[src/rvSettings.svh]
/*
 * Global sizing macros for the RV32 datapath
 * Data width, register file geometry and reset PC
 */
`ifndef RV_SETTINGS_SVH
`define RV_SETTINGS_SVH

`define RV_XLEN      32
`define RV_REG_AW    5
`define RV_NUM_REGS  32

// First fetch address after reset
`define RV_PC_START  32'h0000_1000

`endif

[src/rvPkg.sv]
/*
 * Control encodings, instruction word union and pipeline stage structs
 */
package rvPkg;
    `include "rvSettings.svh"

    typedef enum logic [2:0] {
        IMM_I = 3'd0,
        IMM_S = 3'd1,
        IMM_B = 3'd2,
        IMM_J = 3'd3,
        IMM_U = 3'd4
    } immSrc_e;

    // 2'b11 is not a legal operand source
    typedef enum logic [1:0] {
        FWD_EX  = 2'b00,
        FWD_WB  = 2'b01,
        FWD_MEM = 2'b10
    } forward_e;

    typedef enum logic {
        SRCB_REG = 1'b0,
        SRCB_IMM = 1'b1
    } aluSrc_e;

    typedef enum logic [2:0] {
        ALU_ADD = 3'b000,
        ALU_SUB = 3'b001,
        ALU_AND = 3'b010,
        ALU_OR  = 3'b011,
        ALU_SLT = 3'b101
    } aluControl_e;

    typedef enum logic [1:0] {
        RES_MEM = 2'b00,
        RES_ALU = 2'b01,
        RES_PC4 = 2'b10,
        RES_IMM = 2'b11
    } resultSrc_e;

    // One 32-bit word seen through the R, I, S and B layouts
    typedef union packed {
        struct packed {
            logic [6:0]           funct7;
            logic [`RV_REG_AW-1:0] rs2;
            logic [`RV_REG_AW-1:0] rs1;
            logic [2:0]           funct3;
            logic [`RV_REG_AW-1:0] rd;
            logic [6:0]           opcode;
        } rFields;
        struct packed {
            logic [11:0]          imm12;
            logic [`RV_REG_AW-1:0] rs1;
            logic [2:0]           funct3;
            logic [`RV_REG_AW-1:0] rd;
            logic [6:0]           opcode;
        } iFields;
        struct packed {
            logic [6:0]           immHi;
            logic [`RV_REG_AW-1:0] rs2;
            logic [`RV_REG_AW-1:0] rs1;
            logic [2:0]           funct3;
            logic [4:0]           immLo;
            logic [6:0]           opcode;
        } sFields;
        struct packed {
            logic                 sign;     // imm[12]
            logic [5:0]           imm10to5;
            logic [`RV_REG_AW-1:0] rs2;
            logic [`RV_REG_AW-1:0] rs1;
            logic [2:0]           funct3;
            logic [3:0]           imm4to1;
            logic                 imm11;
            logic [6:0]           opcode;
        } bFields;
    } instrWord_u;

    typedef struct packed {
        logic [6:0]           opcode;
        logic [2:0]           funct3;
        logic                 funct7b5;
        logic [`RV_REG_AW-1:0] rs1;
        logic [`RV_REG_AW-1:0] rs2;
        logic [`RV_REG_AW-1:0] rd;
    } decodeInfo_t;

    typedef struct packed {
        immSrc_e immSrc;
    } decodeCtrl_t;

    typedef struct packed {
        aluSrc_e     aluSrc;
        aluControl_e aluControl;
        forward_e    forwardA;
        forward_e    forwardB;
    } exCtrl_t;

    typedef struct packed {
        resultSrc_e resultSrcM;
        resultSrc_e resultSrcW;
        logic       regWriteW;
    } wbCtrl_t;

    typedef struct packed {
        logic [`RV_XLEN-1:0]   rd1;
        logic [`RV_XLEN-1:0]   rd2;
        logic [`RV_XLEN-1:0]   pc;
        logic [`RV_XLEN-1:0]   extImm;
        logic [`RV_XLEN-1:0]   pcPlus4;
        logic [`RV_REG_AW-1:0] rs1;
        logic [`RV_REG_AW-1:0] rs2;
        logic [`RV_REG_AW-1:0] rd;
    } exStage_t;

    typedef struct packed {
        logic [`RV_XLEN-1:0]   aluResult;
        logic [`RV_XLEN-1:0]   writeData;
        logic [`RV_XLEN-1:0]   extImm;
        logic [`RV_XLEN-1:0]   pcPlus4;
        logic [`RV_REG_AW-1:0] rd;
    } memStage_t;

endpackage

[src/decodeStage.sv]
/*
 * Decode stage: IF/ID register, field extraction, immediate extension
 */
`timescale 1ns/1ps
`include "rvSettings.svh"

module decodeStage import rvPkg::*; (
    input  logic                clk,
    input  logic                reset,
    input  logic                stallD_i,
    input  logic                flushD_i,
    input  logic [`RV_XLEN-1:0] instrF_i,
    input  logic [`RV_XLEN-1:0] pcF_i,
    input  logic [`RV_XLEN-1:0] pcPlus4F_i,
    input  decodeCtrl_t         decodeCtrl_i,
    output decodeInfo_t         decodeInfo_o,
    output logic [`RV_XLEN-1:0] pcD_o,
    output logic [`RV_XLEN-1:0] pcPlus4D_o,
    output logic [`RV_XLEN-1:0] extImmD_o
);

    instrWord_u instrD;

    // Flush turns the slot into an all-zero bubble
    always_ff @(posedge clk) begin
        if (reset || flushD_i) begin
            instrD     <= '0;
            pcD_o      <= '0;
            pcPlus4D_o <= '0;
        end else if (!stallD_i) begin
            instrD     <= instrF_i;
            pcD_o      <= pcF_i;
            pcPlus4D_o <= pcPlus4F_i;
        end
    end

    assign decodeInfo_o.opcode   = instrD.rFields.opcode;
    assign decodeInfo_o.funct3   = instrD.rFields.funct3;
    assign decodeInfo_o.funct7b5 = instrD.rFields.funct7[5];
    assign decodeInfo_o.rs1      = instrD.rFields.rs1;
    assign decodeInfo_o.rs2      = instrD.rFields.rs2;
    assign decodeInfo_o.rd       = instrD.rFields.rd;

    always_comb begin
        unique case (decodeCtrl_i.immSrc)
            IMM_I: extImmD_o = {{20{instrD.iFields.imm12[11]}}, instrD.iFields.imm12};
            IMM_S: extImmD_o = {{20{instrD.sFields.immHi[6]}},
                                instrD.sFields.immHi, instrD.sFields.immLo};
            IMM_B: extImmD_o = {{20{instrD.bFields.sign}}, instrD.bFields.imm11,
                                instrD.bFields.imm10to5, instrD.bFields.imm4to1, 1'b0};
            // J immediate is scattered over the upper 20 bits
            IMM_J: extImmD_o = {{12{instrD.rFields.funct7[6]}},
                                instrD.rFields.rs1, instrD.rFields.funct3,
                                instrD.rFields.rs2[0],
                                instrD.rFields.funct7[5:0], instrD.rFields.rs2[4:1], 1'b0};
            IMM_U: extImmD_o = {instrD.rFields.funct7, instrD.rFields.rs2,
                                instrD.rFields.rs1, instrD.rFields.funct3, 12'b0};
            default: extImmD_o = '0;
        endcase
    end

endmodule

[src/executeStage.sv]
/*
 * Execute stage: ID/EX register, operand forwarding and source select,
 * ALU and branch target adder
 */
`timescale 1ns/1ps
`include "rvSettings.svh"

module executeStage import rvPkg::*; (
    input  logic                clk,
    input  logic                reset,
    input  logic                flushE_i,
    input  exCtrl_t             exCtrl_i,
    input  decodeInfo_t         decodeInfo_i,
    input  logic [`RV_XLEN-1:0] pcD_i,
    input  logic [`RV_XLEN-1:0] pcPlus4D_i,
    input  logic [`RV_XLEN-1:0] extImmD_i,
    input  logic [`RV_XLEN-1:0] rd1D_i,
    input  logic [`RV_XLEN-1:0] rd2D_i,
    input  logic [`RV_XLEN-1:0] forwardDataM_i,
    input  logic [`RV_XLEN-1:0] resultW_i,
    output exStage_t            exStage_o,
    output logic                zeroE_o,
    output logic [`RV_XLEN-1:0] pcTargetE_o,
    output memStage_t           memNext_o
);

    logic [`RV_XLEN-1:0] srcAE;
    logic [`RV_XLEN-1:0] srcBE;
    logic [`RV_XLEN-1:0] writeDataE;
    logic [`RV_XLEN-1:0] aluResultE;

    function automatic logic [`RV_XLEN-1:0] fwdSelect(
        input forward_e            sel,
        input logic [`RV_XLEN-1:0] regVal
    );
        unique case (sel)
            FWD_WB:  return resultW_i;
            FWD_MEM: return forwardDataM_i;
            default: return regVal; // FWD_EX
        endcase
    endfunction

    // No stall here; a flush inserts a bubble
    always_ff @(posedge clk) begin
        if (reset || flushE_i) begin
            exStage_o <= '0;
        end else begin
            exStage_o <= '{
                rd1:     rd1D_i,
                rd2:     rd2D_i,
                pc:      pcD_i,
                extImm:  extImmD_i,
                pcPlus4: pcPlus4D_i,
                rs1:     decodeInfo_i.rs1,
                rs2:     decodeInfo_i.rs2,
                rd:      decodeInfo_i.rd
            };
        end
    end

    assign srcAE      = fwdSelect(exCtrl_i.forwardA, exStage_o.rd1);
    assign writeDataE = fwdSelect(exCtrl_i.forwardB, exStage_o.rd2);
    assign srcBE      = (exCtrl_i.aluSrc == SRCB_IMM) ? exStage_o.extImm : writeDataE;

    always_comb begin
        unique case (exCtrl_i.aluControl)
            ALU_ADD: aluResultE = srcAE + srcBE;
            ALU_SUB: aluResultE = srcAE - srcBE;
            ALU_AND: aluResultE = srcAE & srcBE;
            ALU_OR:  aluResultE = srcAE | srcBE;
            ALU_SLT: aluResultE = {{(`RV_XLEN-1){1'b0}}, $signed(srcAE) < $signed(srcBE)};
            default: aluResultE = '0;
        endcase
    end

    assign zeroE_o     = (aluResultE == '0);
    assign pcTargetE_o = exStage_o.pc + exStage_o.extImm; // Branch and JAL target

    assign memNext_o.aluResult = aluResultE;
    assign memNext_o.writeData = writeDataE;
    assign memNext_o.extImm    = exStage_o.extImm;
    assign memNext_o.pcPlus4   = exStage_o.pcPlus4;
    assign memNext_o.rd        = exStage_o.rd;

    // Hazard unit must never drive the spare forward code
    assertFwdLegal: assert property (@(posedge clk) disable iff (reset)
        (exCtrl_i.forwardA inside {FWD_EX, FWD_WB, FWD_MEM}) &&
        (exCtrl_i.forwardB inside {FWD_EX, FWD_WB, FWD_MEM}))
        else $error("illegal forward select in execute");

endmodule

[src/fetchStage.sv]
/*
 * Fetch stage: PC register with stall and branch redirect, PC+4 adder
 */
`timescale 1ns/1ps
`include "rvSettings.svh"

module fetchStage (
    input  logic               clk,
    input  logic               reset,
    input  logic               stallF_i,
    input  logic               pcSrcE_i,
    input  logic [`RV_XLEN-1:0] pcTargetE_i,
    output logic [`RV_XLEN-1:0] pcF_o,
    output logic [`RV_XLEN-1:0] pcPlus4F_o
);

    assign pcPlus4F_o = pcF_o + 'd4;

    // A taken branch in execute overrides a fetch stall
    always_ff @(posedge clk) begin
        if (reset) begin
            pcF_o <= `RV_PC_START;
        end else if (pcSrcE_i) begin
            pcF_o <= pcTargetE_i;
        end else if (!stallF_i) begin
            pcF_o <= pcPlus4F_o;
        end
    end

endmodule

[src/memWbStage.sv]
/*
 * Memory and writeback stages: EX/MEM and MEM/WB registers,
 * memory forward data select and writeback result mux
 */
`timescale 1ns/1ps
`include "rvSettings.svh"

module memWbStage import rvPkg::*; (
    input  logic                  clk,
    input  logic                  reset,
    input  memStage_t             memNext_i,
    input  logic [`RV_XLEN-1:0]   readDataM_i,
    input  wbCtrl_t               wbCtrl_i,
    output memStage_t             memStage_o,
    output logic [`RV_XLEN-1:0]   forwardDataM_o,
    output logic [`RV_XLEN-1:0]   resultW_o,
    output logic [`RV_REG_AW-1:0] rdW_o,
    output logic                  regWriteW_o
);

    logic [`RV_XLEN-1:0] aluResultW;
    logic [`RV_XLEN-1:0] readDataW;
    logic [`RV_XLEN-1:0] extImmW;
    logic [`RV_XLEN-1:0] pcPlus4W;

    always_ff @(posedge clk) begin
        if (reset) begin
            memStage_o <= '0;
            aluResultW <= '0;
            readDataW  <= '0;
            extImmW    <= '0;
            pcPlus4W   <= '0;
            rdW_o      <= '0;
        end else begin
            memStage_o <= memNext_i;
            aluResultW <= memStage_o.aluResult;
            readDataW  <= readDataM_i;
            extImmW    <= memStage_o.extImm;
            pcPlus4W   <= memStage_o.pcPlus4;
            rdW_o      <= memStage_o.rd;
        end
    end

    // Load data is not available yet, so RES_MEM falls back to the ALU value
    always_comb begin
        unique case (wbCtrl_i.resultSrcM)
            RES_PC4: forwardDataM_o = memStage_o.pcPlus4;
            RES_IMM: forwardDataM_o = memStage_o.extImm;
            default: forwardDataM_o = memStage_o.aluResult;
        endcase
    end

    always_comb begin
        unique case (wbCtrl_i.resultSrcW)
            RES_MEM: resultW_o = readDataW;
            RES_ALU: resultW_o = aluResultW;
            RES_PC4: resultW_o = pcPlus4W;
            RES_IMM: resultW_o = extImmW;
            default: resultW_o = aluResultW;
        endcase
    end

    assign regWriteW_o = wbCtrl_i.regWriteW;

endmodule

[src/regFile.sv]
/*
 * Register file, two read ports and one write port, x0 tied to zero
 */
`timescale 1ns/1ps
`include "rvSettings.svh"

module regFile (
    input  logic                  clk,
    input  logic                  reset,
    input  logic [`RV_REG_AW-1:0] rs1_i,
    input  logic [`RV_REG_AW-1:0] rs2_i,
    input  logic [`RV_REG_AW-1:0] rd_i,
    input  logic                  we_i,
    input  logic [`RV_XLEN-1:0]   wd_i,
    output logic [`RV_XLEN-1:0]   rd1_o,
    output logic [`RV_XLEN-1:0]   rd2_o
);

    logic [`RV_XLEN-1:0] regs [`RV_NUM_REGS];
    logic                wrActive;

    assign wrActive = we_i && !reset && (rd_i != '0);

    always_ff @(posedge clk) begin
        if (reset) begin
            regs[0] <= '0; // x0 is cleared here and never written
        end else if (wrActive) begin
            regs[rd_i] <= wd_i;
        end
    end

    // Same-cycle write is visible on the read ports
    assign rd1_o = (wrActive && rd_i == rs1_i) ? wd_i : regs[rs1_i];
    assign rd2_o = (wrActive && rd_i == rs2_i) ? wd_i : regs[rs2_i];

    assertX0Zero: assert property (@(posedge clk) disable iff (reset)
        (we_i && rd_i == '0) |=> ((rs1_i != '0) || (rd1_o == '0)) &&
                                 ((rs2_i != '0) || (rd2_o == '0)))
        else $error("x0 read back nonzero after a write to x0");

endmodule

[src/rvDatapath.sv]
/*
 * Top of the five-stage RV32 datapath, stages and register file wired together
 */
`timescale 1ns/1ps
`include "rvSettings.svh"

module rvDatapath import rvPkg::*; (
    input  logic                  clk,
    input  logic                  reset,
    input  logic                  stallF_i,
    input  logic                  stallD_i,
    input  logic                  flushD_i,
    input  logic                  flushE_i,
    input  logic                  pcSrcE_i,
    input  logic [`RV_XLEN-1:0]   instrF_i,
    input  logic [`RV_XLEN-1:0]   readDataM_i,
    input  decodeCtrl_t           decodeCtrl_i,
    input  exCtrl_t               exCtrl_i,
    input  wbCtrl_t               wbCtrl_i,
    output logic [`RV_XLEN-1:0]   pcF_o,
    output decodeInfo_t           decodeInfo_o,
    output logic [`RV_REG_AW-1:0] rs1E_o,
    output logic [`RV_REG_AW-1:0] rs2E_o,
    output logic [`RV_REG_AW-1:0] rdE_o,
    output logic                  zeroE_o,
    output logic [`RV_REG_AW-1:0] rdM_o,
    output logic [`RV_XLEN-1:0]   aluResultM_o,
    output logic [`RV_XLEN-1:0]   writeDataM_o,
    output logic [`RV_REG_AW-1:0] rdW_o
);

    logic [`RV_XLEN-1:0] pcPlus4F, pcD, pcPlus4D, extImmD;
    logic [`RV_XLEN-1:0] rd1D, rd2D, pcTargetE;
    logic [`RV_XLEN-1:0] forwardDataM, resultW;
    logic                regWriteW;
    exStage_t            exStage;
    memStage_t           memNext, memStage;

    fetchStage fetch_i (
        .clk, .reset, .stallF_i, .pcSrcE_i,
        .pcTargetE_i (pcTargetE),
        .pcF_o, .pcPlus4F_o (pcPlus4F)
    );

    decodeStage decode_i (
        .clk, .reset, .stallD_i, .flushD_i, .instrF_i,
        .pcF_i (pcF_o), .pcPlus4F_i (pcPlus4F), .decodeCtrl_i,
        .decodeInfo_o, .pcD_o (pcD), .pcPlus4D_o (pcPlus4D), .extImmD_o (extImmD)
    );

    regFile regFile_i (
        .clk, .reset,
        .rs1_i (decodeInfo_o.rs1), .rs2_i (decodeInfo_o.rs2),
        .rd_i (rdW_o), .we_i (regWriteW), .wd_i (resultW),
        .rd1_o (rd1D), .rd2_o (rd2D)
    );

    executeStage execute_i (
        .clk, .reset, .flushE_i, .exCtrl_i, .decodeInfo_i (decodeInfo_o),
        .pcD_i (pcD), .pcPlus4D_i (pcPlus4D), .extImmD_i (extImmD),
        .rd1D_i (rd1D), .rd2D_i (rd2D),
        .forwardDataM_i (forwardDataM), .resultW_i (resultW),
        .exStage_o (exStage), .zeroE_o, .pcTargetE_o (pcTargetE), .memNext_o (memNext)
    );

    memWbStage memWb_i (
        .clk, .reset, .memNext_i (memNext), .readDataM_i, .wbCtrl_i,
        .memStage_o (memStage), .forwardDataM_o (forwardDataM),
        .resultW_o (resultW), .rdW_o, .regWriteW_o (regWriteW)
    );

    assign rs1E_o       = exStage.rs1;
    assign rs2E_o       = exStage.rs2;
    assign rdE_o        = exStage.rd;
    assign rdM_o        = memStage.rd;
    assign aluResultM_o = memStage.aluResult;
    assign writeDataM_o = memStage.writeData; // Store data after forwarding

endmodule

[config.mk]
export PLATFORM = sky130hd
export DESIGN_NAME = rvDatapath
export DESIGN_NICKNAME = d
export VERILOG_FILES = /design/src/rvPkg.sv /design/src/decodeStage.sv /design/src/executeStage.sv /design/src/fetchStage.sv /design/src/memWbStage.sv /design/src/regFile.sv /design/src/rvDatapath.sv
export VERILOG_INCLUDE_DIRS = /design/src
export SDC_FILE = /design/constraint.sdc
export NUM_CORES = 2
export LEC_CHECK = 0
export ABC_AREA = 1
export BUFFER_PORTS_ARGS = -buffer_cell sky130_fd_sc_hd__buf_2
export CAP_MARGIN = 30
export CORE_ASPECT_RATIO = 1.2
export CORE_MARGIN = 4
export CORE_UTILIZATION = 41
export DETAILED_ROUTE_END_ITERATION = 16
export PLACE_DENSITY = 0.59
export SLEW_MARGIN = 20
export SYNTH_ARGS = -nofsm -noshare
export SYNTH_HDL_FRONTEND = slang
export SYNTH_SLANG_ARGS = --single-unit
[constraint.sdc]
create_clock -name clk -period 3.8 [get_ports clk]
set_clock_uncertainty 0.05 [all_clocks]
set_input_delay 0.19 -clock clk [delete_from_list [all_inputs] [get_ports clk]]
set_output_delay 0.19 -clock clk [all_outputs]
set_load 0.005 [all_outputs]
==> impl_metrics.py <==
metrics = {
    "synth": {
        "ys_seq_elements": 1589,
        "synth_seq_area_share": 0.5252,
        "ys.flop_type": "edfxtp_1",
        "synth_nets": 9692,
        "yosysUniqueCellTypes": 52,
        "synth_top_area_frac": 0.3840,
        "synth_area_leaders": "edfxtp_1, dfxtp_1, o21ai_0, a21oi_1, nand2_1",
        "synth_cells": 9464,
        "syn_area_per_cell_sq_um": 8.462,
        "ys_warn_count": 0,
        "async_reset_ff_frac": 0,
        "synth_area_sq_um": 80080,
        "yosys.area.top_type": "edfxtp_1",
        "synth_edf_count": 1024,
    },
    "timing": {
        "finalSetupViolations": 2,
        "period_minus_slack_ns": 4.836,
        "fin_ws_ns": -1.036,
        "slew_headroom": 0.2588,
        "fin_tns_setup_ns": -1.893,
        "rsz0062_at_grt": "true",
        "worstMarginPinSlew_ns": 1.112,
        "fmax_mhz": 206.8,
        "fin_crit_sh": 1.273,
        "finalHoldViolations": 0,
        "drv_slew": 0,
    },
    "pwr": {
        "power.density_nw_per_um2": 435.0,
        "total_leakage_power_nw": 39.16,
        "irDropWorstVdd_mv": 0.4724,
    },
    "critical_path": {
        "r2r_setup_slack_ns": -0.86,
        "required_ns": 3.56,
        "cpMaxStageDelayCell": "ha_4",
        "crit_start": "memWb_i.pcPlus4W[20]",
        "r2r_start": "memWb_i.pcPlus4W[20]",
        "critPathTopFamily": "simple AND/OR/NAND/NOR gates",
        "crit_end": "zeroE_o",
        "cp_slowest_stage_delay_ns": 0.33,
        "path_buf_inv": 5,
        "crit_top_cell": "nand2_1",
        "critical_path_class": "flip-flop to output port",
        "start_kind": "flip-flop",
        "path_max_fanout": 4,
        "crit_arrival_ns": 4.60,
        "cp-end-kind": "output port",
        "timing.rr.end": "memWb_i.memStage_o[127]",
        "path_depth": 27,
        "ff2ff_path_depth": 34,
    },
    "clock_tree": {
        "cts_root_buffer": "clkbuf_16",
        "h-tree-depth": 4,
        "tritoncts": "built",
        "cts.path.max_buffers": 3,
        "cts.clk_slew.worst_paths_ns": 0.07,
        "insertion_delay_ns": 0.86,
        "clock_sinks": 1589,
        "numCtsBuffers": 164,
    },
    "global_routing": {
        "grt_overflow_total": 0,
        "track_usage": 0.3290,
        "grt_pass1_wl_um": 490200,
        "grt_max_degree": 219,
        "grt_pass1_vias": 71620,
        "antenna_found_initial": 17,
    },
    "route": {
        "drtIter0Drc": 9669,
        "ant_nets": 0,
        "vias": 75690,
        "drc": 0,
        "vias_per_cell": 5.788,
        "detail_route.first_pass.iterations": 9,
        "wl_per_cell_um": 26.42,
        "wl_um": 345500,
    },
    "floorplanning": {
        "core_sq_um": 194000,
        "die_x_um": 411.4,
        "num_rows": 177,
        "die-height_um": 492.1,
        "die_area_sq_um": 202500,
        "io_pins": 235,
        "start_util": 0.4128,
    },
    "final_layout": {
        "fin_nets": 10570,
        "drive_above_1_share": 0.1958,
        "fin_area_sq_um": 99700,
        "area_growth_pct": 24.50,
    },
    "job": {
        "drv_cap": 0,
    },
    "run_status": {
        "run_status": "finished with violations",
        "failed_checks": "setup timing",
    },
    "hold_path": {
        "min_path_type": "primary input to flip-flop",
        "holdPathStages": 4,
    },
    "placement": {
        "port_buffers": 234,
        "postPlaceCellArea_sq_um": 89700,
        "gp_congestion": 1.012,
        "dp_hpwl_um": 228800,
    },
}
## cells by family after synthesis
| kind of cell | after synthesis | share of synthesized area |
|---|---|---|
| and+or+nand+nor | 2804 | 0.1449 |
| AOI/OAI and AO/OA | 2941 | 0.2035 |
| DFF | 1589 | 0.5252 |
| buffers and inverters | 1944 | 0.09920 |
| xor gates and xnor gates | 45 | 0.004922 |
| adders and majority gates | 141 | 0.02231 |
## repair_timing
| item | in CTS | in global routing |
|---|---|---|
| endpoints found under the hold margin | 243 | 0 |
| cloned | 0 | 0 |
| endpoints found under the setup margin | 26 | 17 |
| pin swaps | 113 | 59 |
| setup buffers | 220 | 15 |
| resized for setup | 467 | 91 |
| hold buffers | 128 | 0 |
## state kept, by name, indices dropped and copies added (netlist names)
signal,cells
fetch_i.pcF_o,32
decode_i.instrD,32
memWb_i.memStage_o,133
regFile_i.regs,1024
memWb_i.aluResultW,32
memWb_i.readDataW,32
memWb_i.pcPlus4W,32
decode_i.pcPlus4D_o,32
memWb_i.extImmW,32
execute_i.exStage_o,173
memWb_i.rdW_o,5
decode_i.pcD_o,30
## how the worst min path moves through the flow
stage / start / to / slack [ns]
2_1_floorplan: readDataM_i[0] / memWb_i.readDataW[0] / 0.25
3_3_place_gp: execute_i.exStage_o[24] / memWb_i.memStage_o[14] / 0.35
3_5_place_dp: execute_i.exStage_o[24] / memWb_i.memStage_o[14] / 0.35
4_1_cts: readDataM_i[17] / memWb_i.readDataW[17] / 0.02
5_1_grt: readDataM_i[17] / memWb_i.readDataW[17] / 0.07
6_report: readDataM_i[17] / memWb_i.readDataW[17] / 0.06
## final cells by class
type                       count  area [sq um]
fill                       17920         94300
sequential                  1589         42160
multi-input combinational   5931         32040
timing repair buffer        1454         12020
clock buffer                 223          4651
inverter                    1205          4574
tap                         2595          3247
clock inverter                75         993.5
antenna                        4         10.01
## synth_stat cells, drive strengths merged (9+ instances only)
library cell and count:
nand4 40, a21oi 969, xor2 38, a31oi 48, o22ai 28, nor2 887, nor3 42, or2 31
o21a 35, inv 1201, a21o 24, o211ai 426, o221ai 34, nand3b 11, buf 340, clkbuf 399
edfxtp 1024, nand2 1199, ha 138, a22oi 9, nand3 579, a221oi 10, o21ai 1334, nor4 9
dfxtp 565
## stage by stage
stage	instances	total power, W	hold WS [ns]	util	worst slack [ns]
2_1_floorplan	9464	0.02205	0.2470	-	0.1645
3_3_place_gp	12480	0.02554	0.3464	0.4623	-1.550
3_5_place_dp	12480	0.02555	0.3468	0.4624	-1.458
4_1_cts	13120	0.04336	0.02141	0.5144	-0.9017
5_1_grt	13070	0.04467	0.07019	0.5139	-1.247
6_report	13080	0.04337	0.06288	0.5139	-1.036
## cells in the final DEF, fill, tap and decap left out, types with 40 or more instances in the layout
cell type | Yosys | routed
nor2_4 | 0 | 55
a21oi_1 | 969 | 942
buf_2 | 138 | 232
o211ai_1 | 426 | 426
nand4_1 | 40 | 40
a31oi_1 | 48 | 45
clkbuf_16 | 0 | 168
nand2_2 | 1 | 57
dlygate4sd3_1 | 0 | 128
o21ai_0 | 1282 | 1215
edfxtp_1 | 1024 | 1024
buf_12 | 0 | 103
nor2_1 | 882 | 764
ha_1 | 138 | 107
nand2_1 | 1198 | 1130
inv_1 | 1187 | 1147
nor2_2 | 5 | 68
nand3_1 | 578 | 546
dfxtp_1 | 565 | 513
o21ai_1 | 51 | 90
buf_4 | 121 | 975
## report_power, final
group          total, W  internal (W)  switching [W]
registers        0.0186        0.0184       0.000249
logic           0.00772       0.00313        0.00459
clock network    0.0170       0.00975        0.00727
total            0.0434        0.0313         0.0121
## worst min-delay path, cell delays in order
cell and delay, ns:
dlygate4sd3_1 0.53, buf_2 0.12, inv_1 0.04, nor2_1 0.04
## per-layer routing
layer  GRT usage  vias up  wire (um)
met3     0.05854     1015      32860
li1            -    33960          -
met4      0.1895        4      23630
met1      0.4277    36320     134400
met2      0.5166     4398     154600
met5           0        -         28
Power figures use the tool's default switching activity.
